<file path="src/hdl/tcu_settings.svh">
// Sizing and latency macros for the integer tensor-core tile.
// Include this file wherever a width, the lane count or a pipeline depth is needed.
// TCU_N must stay a power of two so that the lane adder tree is balanced.
`ifndef TCU_SETTINGS_SVH
`define TCU_SETTINGS_SVH

// register word width, fixed at 32 bits
`define TCU_XLEN 32

// packed words per dot product
`define TCU_N 4

// dot-product lanes per tile
`define TCU_LANES 4

// product stage then format select stage
`define TCU_MUL_LAT 2

// lane latency: multiply, one cycle per tree level, final accumulate
`define TCU_FEDP_LAT (`TCU_MUL_LAT + $clog2(`TCU_N) + 1)

`endif

</file>
<file path="src/hdl/tcu_pkg.sv">
// Shared types for the integer tensor-core tile.
// Modules reach into this package with scoped names.

`include "tcu_settings.svh"

package tcu_pkg;

    // data format of a request, all other codes are rejected
    typedef enum logic [2:0] {
        TCU_FMT_I8 = 3'd1,
        TCU_FMT_U8 = 3'd2,
        TCU_FMT_I4 = 3'd3,
        TCU_FMT_U4 = 3'd4
    } tcu_fmt_e;

    typedef logic [`TCU_XLEN-1:0] tcu_word_t;

    // everything one lane needs for a single dot product
    typedef struct packed {
        tcu_fmt_e                    fmt;
        tcu_word_t [`TCU_N-1:0]      a_row;
        tcu_word_t [`TCU_N-1:0]      b_col;
        tcu_word_t                   c_val;
    } tcu_lane_op_t;

    // one tile request: A row shared by all lanes, one B column and C per lane
    typedef struct packed {
        tcu_fmt_e                                 fmt;
        tcu_word_t [`TCU_N-1:0]                   a_row;
        tcu_word_t [`TCU_LANES-1:0][`TCU_N-1:0]   b_cols;
        tcu_word_t [`TCU_LANES-1:0]               c_vals;
    } tcu_req_t;

    // one result word per lane
    typedef struct packed {
        tcu_word_t [`TCU_LANES-1:0] d;
    } tcu_rsp_t;

endpackage

</file>
<file path="src/hdl/tcu_pipe_reg.sv">
// Enable-gated register chain with a configurable depth and payload type.
// Set RESET_EN for control bits; data chains leave it clear and carry no reset.
`timescale 1ns/100ps

module tcu_pipe_reg #(
    parameter type payload_t = logic,
    parameter int  DEPTH     = 1,
    parameter bit  RESET_EN  = 1'b0
) (
    input  logic     clk,
    input  logic     rst_n,
    input  logic     enable,
    input  payload_t data_in,
    output payload_t data_out
);

    payload_t stages [DEPTH];

    always_ff @(posedge clk) begin
        if (RESET_EN && !rst_n) begin
            for (int i = 0; i < DEPTH; i++) begin
                stages[i] <= payload_t'('0);
            end
        end else if (enable) begin
            stages[0] <= data_in;
            // shift toward the output
            for (int i = 1; i < DEPTH; i++) begin
                stages[i] <= stages[i-1];
            end
        end
    end

    assign data_out = stages[DEPTH-1];

endmodule

</file>
<file path="src/hdl/tcu_result_collect.sv">
// Response back end of the tile.
// Carries op_valid down a valid chain as deep as a lane, so each set bit
// marks a pipeline slot with live work, then registers the lane results
// into one response with a one-cycle rsp_valid strobe.
`timescale 1ns/100ps
`include "tcu_settings.svh"

module tcu_result_collect (
    input  logic                                  clk,
    input  logic                                  rst_n,
    input  logic                                  enable,
    input  logic                                  op_valid,
    input  tcu_pkg::tcu_word_t [`TCU_LANES-1:0]   lane_d,
    output logic                                  rsp_valid,
    output tcu_pkg::tcu_rsp_t                     rsp
);

    logic valid_dly;

    // slot tracking, cleared by reset so no stale work survives
    tcu_pipe_reg #(
        .payload_t (logic),
        .DEPTH     (`TCU_FEDP_LAT),
        .RESET_EN  (1'b1)
    ) valid_chain_i (
        .clk      (clk),
        .rst_n    (rst_n),
        .enable   (enable),
        .data_in  (op_valid),
        .data_out (valid_dly)
    );

    always_ff @(posedge clk) begin
        if (!rst_n) begin
            rsp_valid <= 1'b0;
        end else if (enable) begin
            rsp_valid <= valid_dly;
        end
    end

    // capture lane words only for a live slot
    always_ff @(posedge clk) begin
        if (enable && valid_dly) begin
            for (int l = 0; l < `TCU_LANES; l++) begin
                rsp.d[l] <= lane_d[l];
            end
        end
    end

endmodule

</file>
<file path="config.mk">
export PLATFORM = sky130hd
export DESIGN_NAME = tcu_result_collect
export DESIGN_NICKNAME = d
export VERILOG_FILES = /design/src/hdl/tcu_pkg.sv /design/src/hdl/tcu_pipe_reg.sv /design/src/hdl/tcu_result_collect.sv
export VERILOG_INCLUDE_DIRS = /design/src /design/src/hdl
export SDC_FILE = /design/constraint.sdc
export NUM_CORES = 1
export LEC_CHECK = 0
export ABC_CLOCK_PERIOD_IN_PS = 1900
export BUFFER_PORTS_ARGS = -buffer_cell sky130_fd_sc_hd__buf_4
export CAP_MARGIN = 20
export CORE_ASPECT_RATIO = 0.5
export CORE_MARGIN = 4
export CORE_UTILIZATION = 42
export DETAILED_ROUTE_END_ITERATION = 8
export PLACE_DENSITY = 0.79
export SLEW_MARGIN = 25
export SYNTH_ARGS = -nofsm -noshare
export SYNTH_HDL_FRONTEND = slang
export SYNTH_SLANG_ARGS = --single-unit
</file>
<file path="constraint.sdc">
create_clock -name clk -period 1.9 [get_ports clk]
set_input_delay 0.285 -clock clk [delete_from_list [all_inputs] [get_ports clk]]
set_output_delay 0.285 -clock clk [all_outputs]
set_load 0.03 [all_outputs]
</file>
==> key figures <==
Outcome
  • Status: finished clean

Finish
  • Final #Nets: 560
  • Fin cells: around 570
  • Antenna Cells: 0
  • Fillcell total: about 640
  • Layout cells sized above 1: about two thirds
  • Layout area overhead: 68.14%

Clocking
  • Root Buffer: clkbuf_16
  • Latest clock arrival within the worst-skew pair: approximately 0.38 ns
  • Maximum clock insertion buffer count: 2
  • Setup bufs post-CTS: 0
  • Max H-tree Level: 4
  • CTS tree: built
  • Clock sinks: ~130
  • Number of hold buffers added after cts: 0
  • Clock-pin slew on the worst setup and hold paths: ~0.06 ns
  • CTS buffer count: 17
  • Post-CTS Resized: 0

Timing
  • Setup TNS Final: 0 ns
  • Final Setup Violations: 0
  • Fin crit period: ~1.3 ns
  • Final Max Slew Viols: 0
  • Fin Hold WS: ~0.068 ns
  • Final period utilization: ~69%
  • Skew final: ~0.0065 ns
  • Slew headroom: 79.23%
  • Peak Freq: 0.7607 GHz
  • Fin. Hold Viols: 0
  • Unrepaired setup endpoints after global routing: no
  • Slew @ Worst Pin: roughly 0.31 ns

Floorplan
  • Die height: about 78 um
  • Initial core utilization: a little over two fifths
  • Boundary Pins: ~260
  • Core Area: roughly 9400 sq um
  • DIE WIDTH: approximately 150 um
  • Rows: 25
  • Die footprint: about 11000 sq um

GRT
  • Vias in the first global route: ~2700
  • Grt total ovfl: 0
  • Total GRT Usage: about a fifth
  • Initial antenna violation count: 0
  • First-pass GRT wire length: between 15 and 20 mm
  • Largest net degree at the start of global routing: 34

Logic synthesis
  • Warnings from Yosys: 0
  • Mapped Nets: ~280
  • Largest area contributor in the netlist: edfxtp_1
  • Avg Synthesized Cell Area: roughly 29 sq um
  • Yosys reg bits: about 130
  • Synth area leaders: edfxtp_1, and3_2, dfxtp_1
  • Post-synth top area share: 97.88%
  • Syn Inst Count: between 100 and 150
  • Mapped Area: around 4100 sq um
  • Post-synthesis sequential area ratio: 98.37%
  • Cell variety after synth: 7

Worst setup path
  • CP endpoint kind: flip-flop
  • CP cell instances: and2_4 > buf_4
  • R2R setup slack: around 0.59 ns
  • Crit path required time: around 2 ns
  • Crit-path max cell delay: between 0.3 and 0.4 ns
  • WS Path Type: reg2reg
  • Crit-path max FO: 21
  • CP startpoint kind: flip-flop
  • CP max-delay cell: edfxtp_1
  • CP Data Arrival Time: around 1.4 ns

Route
  • Total Routed Length: 10.89 mm
  • Via count: about 2500
  • Post-DRT Antenna Nets: 0
  • Detailed router's first-iteration violation count: between 90 and 100
  • # DRC: 0
  • DR WL/cell: ~19 um
  • TritonRoute pass-1 iters: 4
  • Vias per inst: approximately 4.3

Flow run
  • Maxcap violations: 0

Power
  • Peak VDD IR: 0.0008663 V
  • Pwr Density: 1049 nW/um^2
  • Leakage: between 2 and 3 nW

Place
  • Placed Cells: ~540
  • Placer congestion estimate: approximately 0.82
  • Placed wire-length estimate: between 8 and 9 mm
  • PortBufs: 260

Min path
  • Tightest Hold Check Type: in2reg
synth_stat cells:
master    count
and2_4        1
and3_2        5
dfxtp_1       1
edfxtp_1    133
nand2b_1      1
nor2b_1       1
o21a_1        1
report_power, final:
part           switching (mW)  internal [mW]
clock                    1.10           2.15
sequential             0.0254           3.36
combinational           0.276          0.273
total                    1.41           5.79
worst max-delay path: cells and delay by family, from the launching register on:
kind / cells / cell delay, ns
buf+inv: 1 / 0.31
flops: 1 / 0.34
simple gates: 1 / 0.34
placed cells by master, fill, tap and decap left out:
cell and count:
bufinv_16 4, clkinv_1 3, and2_4 1, clkbuf_16 17, buf_4 264, o21a_1 1
nor2b_1 1, dfxtp_1 1, nand2b_1 1, buf_12 2, and3_2 5, clkinv_2 5
clkinvlp_4 1, edfxtp_1 133
worst paths after layout:
kind	start	end	cells after the start
hold reg to reg	valid_chain_i.stages[0][0]	valid_chain_i.stages[0][1]	1
setup / recovery	valid_chain_i.stages[0][4]	rsp[1]	2
hold / removal	lane_d[42]	rsp[42]	1
setup reg to reg	valid_chain_i.stages[0][4]	rsp[1]	2
sequential cells by signal, summed over array words and instances, names as in the netlist:
| name | count |
|---|---|
| rsp | 128 |
| valid_chain_i.stages | 5 |
| rsp_valid | 1 |
logic make-up after synthesis:
family | Yosys count | share of synthesized area, %
AOI/OAI and AO/OA | 1 | 0.1841
DFF | 134 | 98.37
and+or+nand+nor | 8 | 1.442
routing by layer:
layer / share of wire [%] / vias up / GRT usage (%)
met3: 3.4 / 10 / 4.901
met4: 1.2 / 0 / 6.134
met2: 60 / 57 / 35.78
met1: 36 / 1271 / 20.51
met5: 0 / - / 0
li1: - / 1156 / -
stage by stage:
step | utilization (%) | instance area, sq um | total power, mW | setup slack (ns)
2_1_floorplan | - | 4080 | 3.643 | 0.2367
3_3_place_gp | 66.38 | 6271 | 3.982 | 0.5304
3_5_place_dp | 66.38 | 6271 | 4.001 | 0.5097
4_1_cts | 72.62 | 6860 | 7.257 | 0.5841
5_1_grt | 72.62 | 6860 | 7.435 | 0.5330
6_report | 72.62 | 6860 | 7.196 | 0.5854
area by class of cell:
type | count | area, sq um | share of cell area (%)
sequential | 134 | 4014 | 58.51
tap | 135 | 168.9 | 2.462
clock inverter | 13 | 163.9 | 2.389
multi-input combinational | 9 | 66.31 | 0.9666
clock buffer | 17 | 425.4 | 6.201
timing repair buffer | 266 | 2022 | 29.47
Power figures use the tool's default switching activity.
