**src/hdl/tcu_settings.svh**
```systemverilog
// Sizing and latency macros for the integer tensor-core tile.
// Include this file wherever a width, the lane count or a pipeline depth is needed.
// TCU_N must stay a power of two so that the lane adder tree is balanced.
`ifndef TCU_SETTINGS_SVH
`define TCU_SETTINGS_SVH

// register word width, fixed at 32 bits
`define TCU_XLEN 32

// packed words per dot product
`define TCU_N 4

// dot-product lanes per tile
`define TCU_LANES 4

// product stage then format select stage
`define TCU_MUL_LAT 2

// lane latency: multiply, one cycle per tree level, final accumulate
`define TCU_FEDP_LAT (`TCU_MUL_LAT + $clog2(`TCU_N) + 1)

`endif

```
**src/hdl/tcu_pkg.sv**
```systemverilog
// Shared types for the integer tensor-core tile.
// Modules reach into this package with scoped names.

`include "tcu_settings.svh"

package tcu_pkg;

    // data format of a request, all other codes are rejected
    typedef enum logic [2:0] {
        TCU_FMT_I8 = 3'd1,
        TCU_FMT_U8 = 3'd2,
        TCU_FMT_I4 = 3'd3,
        TCU_FMT_U4 = 3'd4
    } tcu_fmt_e;

    typedef logic [`TCU_XLEN-1:0] tcu_word_t;

    // everything one lane needs for a single dot product
    typedef struct packed {
        tcu_fmt_e                    fmt;
        tcu_word_t [`TCU_N-1:0]      a_row;
        tcu_word_t [`TCU_N-1:0]      b_col;
        tcu_word_t                   c_val;
    } tcu_lane_op_t;

    // one tile request: A row shared by all lanes, one B column and C per lane
    typedef struct packed {
        tcu_fmt_e                                 fmt;
        tcu_word_t [`TCU_N-1:0]                   a_row;
        tcu_word_t [`TCU_LANES-1:0][`TCU_N-1:0]   b_cols;
        tcu_word_t [`TCU_LANES-1:0]               c_vals;
    } tcu_req_t;

    // one result word per lane
    typedef struct packed {
        tcu_word_t [`TCU_LANES-1:0] d;
    } tcu_rsp_t;

endpackage

```
**src/hdl/tcu_operand_dispatch.sv**
```systemverilog
// Request front end of the tile.
// Rejects unsupported formats with a one-cycle fmt_error pulse, registers
// accepted requests and fans them out as one operand bundle per lane.
`timescale 1ns/100ps
`include "tcu_settings.svh"

module tcu_operand_dispatch (
    input  logic                                      clk,
    input  logic                                      rst_n,
    input  logic                                      enable,
    input  logic                                      req_valid,
    input  tcu_pkg::tcu_req_t                         req,
    output tcu_pkg::tcu_lane_op_t [`TCU_LANES-1:0]    lane_op,
    output logic                                      op_valid,
    output logic                                      fmt_error
);

    function automatic logic fmt_supported(input tcu_pkg::tcu_fmt_e fmt);
        case (fmt)
            tcu_pkg::TCU_FMT_I8,
            tcu_pkg::TCU_FMT_U8,
            tcu_pkg::TCU_FMT_I4,
            tcu_pkg::TCU_FMT_U4: return 1'b1;
            default:             return 1'b0;
        endcase
    endfunction

    logic              fmt_ok;
    tcu_pkg::tcu_req_t req_q;

    assign fmt_ok = fmt_supported(req.fmt);

    // strobes hold their level while enable is low
    always_ff @(posedge clk) begin
        if (!rst_n) begin
            op_valid  <= 1'b0;
            fmt_error <= 1'b0;
        end else if (enable) begin
            op_valid  <= req_valid && fmt_ok;
            fmt_error <= req_valid && !fmt_ok;
        end
    end

    // dropped requests leave the payload untouched
    always_ff @(posedge clk) begin
        if (enable && req_valid && fmt_ok) begin
            req_q <= req;
        end
    end

    // every lane sees the same A row and its own B column and C
    always_comb begin
        for (int l = 0; l < `TCU_LANES; l++) begin
            lane_op[l].fmt   = req_q.fmt;
            lane_op[l].a_row = req_q.a_row;
            lane_op[l].b_col = req_q.b_cols[l];
            lane_op[l].c_val = req_q.c_vals[l];
        end
    end

endmodule

```
**config.mk**
```make
export PLATFORM = sky130hd
export DESIGN_NAME = tcu_operand_dispatch
export DESIGN_NICKNAME = d
export VERILOG_FILES = /design/src/hdl/tcu_pkg.sv /design/src/hdl/tcu_operand_dispatch.sv
export VERILOG_INCLUDE_DIRS = /design/src /design/src/hdl
export SDC_FILE = /design/constraint.sdc
export NUM_CORES = 1
export LEC_CHECK = 0
export BUFFER_PORTS_ARGS = -buffer_cell sky130_fd_sc_hd__buf_2
export CAP_MARGIN = 20
export CORE_AREA = 2 2 763 765
export CTS_BUF_LIST = sky130_fd_sc_hd__clkbuf_16
export DETAILED_ROUTE_END_ITERATION = 16
export DIE_AREA = 0 0 765 767
export GPL_TIMING_DRIVEN = 0
export PLACE_DENSITY = 0.3
export REMOVE_ABC_BUFFERS = 1
export SYNTH_ARGS = -nofsm -noshare
export SYNTH_HDL_FRONTEND = slang
export SYNTH_SLANG_ARGS = --single-unit
```
**constraint.sdc**
```tcl
create_clock -name clk -period 39.8 [get_ports clk]
set_input_delay 7.96 -clock clk [delete_from_list [all_inputs] [get_ports clk]]
set_output_delay 7.96 -clock clk [all_outputs]
set_load 0.01 [all_outputs]
```
==> impl_table.tex <==
\begin{tabular}{lr}
\hline
Metric & Value \\
\hline
\multicolumn{2}{l}{\textbf{STA}} \\
Clk\_skew & 0 ns \\
Hold Violations, Final & 0 \\
Clock period minus worst slack & around 10 ns \\
Setup repair after global routing missed its margin & no \\
Count of final max-slew check failures & 0 \\
Final Setup Violations & 0 \\
Fraction of the cycle the final worst path needs & between 20\% and 30\% \\
Slew at the pin closest to its max-slew limit & around 1.2 ns \\
Setup TNS & 0 ns \\
Highest clock frequency the design can meet & $\sim$97 MHz \\
Worst rel slew slack & a little under a quarter \\
PnR worst setup slack & 29.45 ns \\
\multicolumn{2}{l}{\textbf{Power and ir drop}} \\
Pwr/cell area & about 50 nW/um\^{}2 \\
Worst supply voltage drop on vdd & 37.8 uV \\
Static Leak & 0.0171 uW \\
\multicolumn{2}{l}{\textbf{Die}} \\
Total number of placement rows & 280 \\
Width of the die & 765 um \\
Core area & 579000 um\^{}2 \\
Effective utilization at floorplan & 4.53\% \\
Total die area & $\sim$590000 um\^{}2 \\
Number of ports placed on the die boundary & 1941 \\
Die Span Y & 767 um \\
\multicolumn{2}{l}{\textbf{Synth}} \\
Adder-cell area share of the yosys netlist & 0\% \\
Cell type with the highest aggregate area in the netlist & sky130\_fd\_sc\_hd\_\_edfxtp\_1 \\
Top cells by area, synth & sky130\_fd\_sc\_hd\_\_edfxtp\_1, sky130\_fd\_sc\_hd\_\_buf\_4, sky130\_fd\_sc\_hd\_\_dfxtp\_1 \\
Number of instances in the synthesized netlist & roughly 1200 \\
Simple-Gate Fraction of Synth Area & less than 1\% \\
Average cell area after synthesis & 22.3 um\^{}2 \\
Synth Area in XOR/XNOR & 0.0621\% \\
Mux contribution to synthesized area & 0\% \\
Proportion of synthesized chip area in sequential cells & 88.5\% \\
Unique masters post-synth & 12 \\
Share of the synthesized area in the top cell type & 88.3\% \\
Synthesized cell area & 26200 um\^{}2 \\
Fraction of the mapped netlist area in compound gates & 0.0573\% \\
Combinational family with the most area after synthesis & buffers and inverters \\
Synth Warn \# & 0 \\
\#FFs+latches synth & between 700 and 800 \\
\multicolumn{2}{l}{\textbf{Cells and area}} \\
Filler instances & 67100 \\
Final instance count without filler cells & $\sim$11000 \\
Area Overhead vs Synth & 84.6\% \\
Number of nets in the layout & about 3700 \\
Fraction of final layout cells with drive strength greater than 1 & 72.6\% \\
Area taken by flip-flops and latches & $\sim$23000 um\^{}2 \\
Most frequent standard cell in the layout excluding fill and tap cells & sky130\_fd\_sc\_hd\_\_buf\_2 \\
Post-layout instance area & 48400 um\^{}2 \\
Leading cell types in the layout, fill and taps excluded & sky130\_fd\_sc\_hd\_\_buf\_2, sky130\_fd\_sc\_hd\_\_edfxtp\_1, sky130\_fd\_sc\_hd\_\_clkbuf\_16 \\
Total area of multi-input combinational cells & $\sim$74 um\^{}2 \\
\multicolumn{2}{l}{\textbf{Clocking}} \\
Clock sink count & 773 \\
CTS tree & done \\
Inserted Clock Buffers & approximately 120 \\
Clock transition time at the flip-flop clock pins of the worst setup and hold paths & 0.05 ns \\
Number of H-tree levels & 3 \\
Post-CTS setup buffers & 0 \\
Insertion delay of the later-clocked pin in the worst-skew pair & 0.86 ns \\
Quantity of gates resized following cts & 0 \\
Count of hold buffers inserted by post-cts repair & 0 \\
Cell at the root of the clock tree & sky130\_fd\_sc\_hd\_\_clkbuf\_16 \\
Longest Clk Path Bufs & 4 \\
\multicolumn{2}{l}{\textbf{Worst setup path}} \\
Critical Path RT & 31.84 ns \\
Setup crit end kind & output pin \\
Reg-to-Reg Start & fmt\_error\$\_SDFFE\_PN0P\_ \\
Largest incremental delay on the critical path & 1.07 ns \\
Worst-path cell chain & buf\_2 \\
Crit path buffers/inverters & 1 \\
Critical-path cell with the highest stage delay & sky130\_fd\_sc\_hd\_\_edfxtp\_1 \\
Data arrival at the endpoint of the critical path & 2.39 ns \\
Kind of cell adding the most delay to the critical path & flip-flops \\
Worst setup startpoint & lane\_op[226]\$\_DFFE\_PP\_ \\
Crit Path Category & flop to output pin \\
Worst setup SP type & flop \\
Crit Path Max Fanout & 4 \\
\multicolumn{2}{l}{\textbf{Global routing}} \\
Via count of the first global-routing pass & 19700 \\
Largest net degree at the start of global routing & 39 \\
Global-route wire length before repair & 385000 um \\
GRT Overall Usage & 11.2\% \\
Leftover overflow at the end of global routing & 0 \\
Number of antenna violations at the first check in global routing & between 500 and 600 \\
\multicolumn{2}{l}{\textbf{Placed design}} \\
Number of placed cells counting well taps & $\sim$11000 \\
Number of buffer cells added on primary ports & a little under 2000 \\
Weighted congestion at the end of routability-driven global placement & 0.947 \\
Placed standard-cell area & 43300 um\^{}2 \\
DP HPWL & between 300000 and 400000 um \\
Worst setup slack after placement & 28.75 ns \\
\multicolumn{2}{l}{\textbf{Detailed routing}} \\
Number of nets with antenna violations after detailed routing & 0 \\
First DRT Iteration DRCs & 1441 \\
Vias post-DR & 21300 \\
Remaining design rule violation count & 0 \\
Total length of routed wires & approximately 340000 um \\
Post-detailed-route via-to-cell ratio & 1.93 \\
First-pass detailed-route iteration total & 5 \\
Average wire per cell in the routed design & 31.1 um \\
\multicolumn{2}{l}{\textbf{Hold path}} \\
Worst hold-check path type & flop to flop \\
Startpoint of the most critical hold path & op\_valid\$\_SDFFE\_PN0P\_ \\
\multicolumn{2}{l}{\textbf{Status}} \\
Result of the run & finished clean \\
\multicolumn{2}{l}{\textbf{Job}} \\
Max Cap Viol & 0 \\
\hline
\end{tabular}
layer usage:
metal	GRT usage [%]	vias to the layer above	part of all wire, %
met4	5.34	418	5.4
met5	0.00819	-	0.81
met3	10.9	1060	22
met2	16.5	2131	42
li1	-	7883	-
met1	10.1	9834	30
per-stage QoR:
step,hold WS [ns],utilization [%],total power [uW]
detailed placement,0.505,7.49,1250
global route,0.584,8.28,2500
global placement,0.488,7.37,1320
finish,0.503,8.35,2400
floorplan,0.505,-,1080
CTS,0.520,8.21,2490
area by class of cell:
type | count | share of cell area (%)
antenna | 321 | 1.66
sequential | 773 | 47.9
clock inverter | 106 | 2.31
clock buffer | 124 | 6.41
multi-input combinational | 9 | 0.153
tap | 7755 | 20.1
timing repair buffer | 1972 | 21.5
logic make-up (layout without fill, tap and decap cells):
kind of cell              Yosys count  after routing
AOI/OAI and AO/OA                   2              2
DFF                               773            773
xor gates and xnor gates            1              1
buffers and inverters             393           2202
other                               0            321
and+or+nand+nor                     6              6
worst reg2reg max path: stages, from the launching register on:
cell                      delay [ns]
sky130_fd_sc_hd__dfxtp_1        0.30
sky130_fd_sc_hd__and3b_1        0.17
sky130_fd_sc_hd__a41o_1         0.20
power by group:
group	internal, uW	total, uW	switching, uW
Sequential	953	998	45.4
Clock	680	1180	500
Combinational	78.3	217	139
synth_stat cells:
master	count
sky130_fd_sc_hd__nand2_1	1
sky130_fd_sc_hd__dfxtp_1	2
sky130_fd_sc_hd__nor2_2	1
sky130_fd_sc_hd__nand3_1	1
sky130_fd_sc_hd__o21ai_0	1
sky130_fd_sc_hd__xor2_2	1
sky130_fd_sc_hd__buf_4	393
sky130_fd_sc_hd__nor2_1	1
sky130_fd_sc_hd__nand3b_1	1
sky130_fd_sc_hd__edfxtp_1	771
sky130_fd_sc_hd__a41o_1	1
sky130_fd_sc_hd__and3b_1	1
final timing paths:
path	endpoint	cells after the start	slack, ns
max	lane_op[226]	1	29.45
min	op_valid$_SDFFE_PN0P_	2	0.50
max reg2reg	fmt_error$_SDFFE_PN0P_	2	39.02
min reg2reg	op_valid$_SDFFE_PN0P_	2	0.50
state kept, by name (all words and copies together), names as in the netlist:
| register | flops |
|---|---|
| op_valid | 1 |
| fmt_error | 1 |
| lane_op | 771 |
Note: power is estimated with default switching activity, not from simulation.
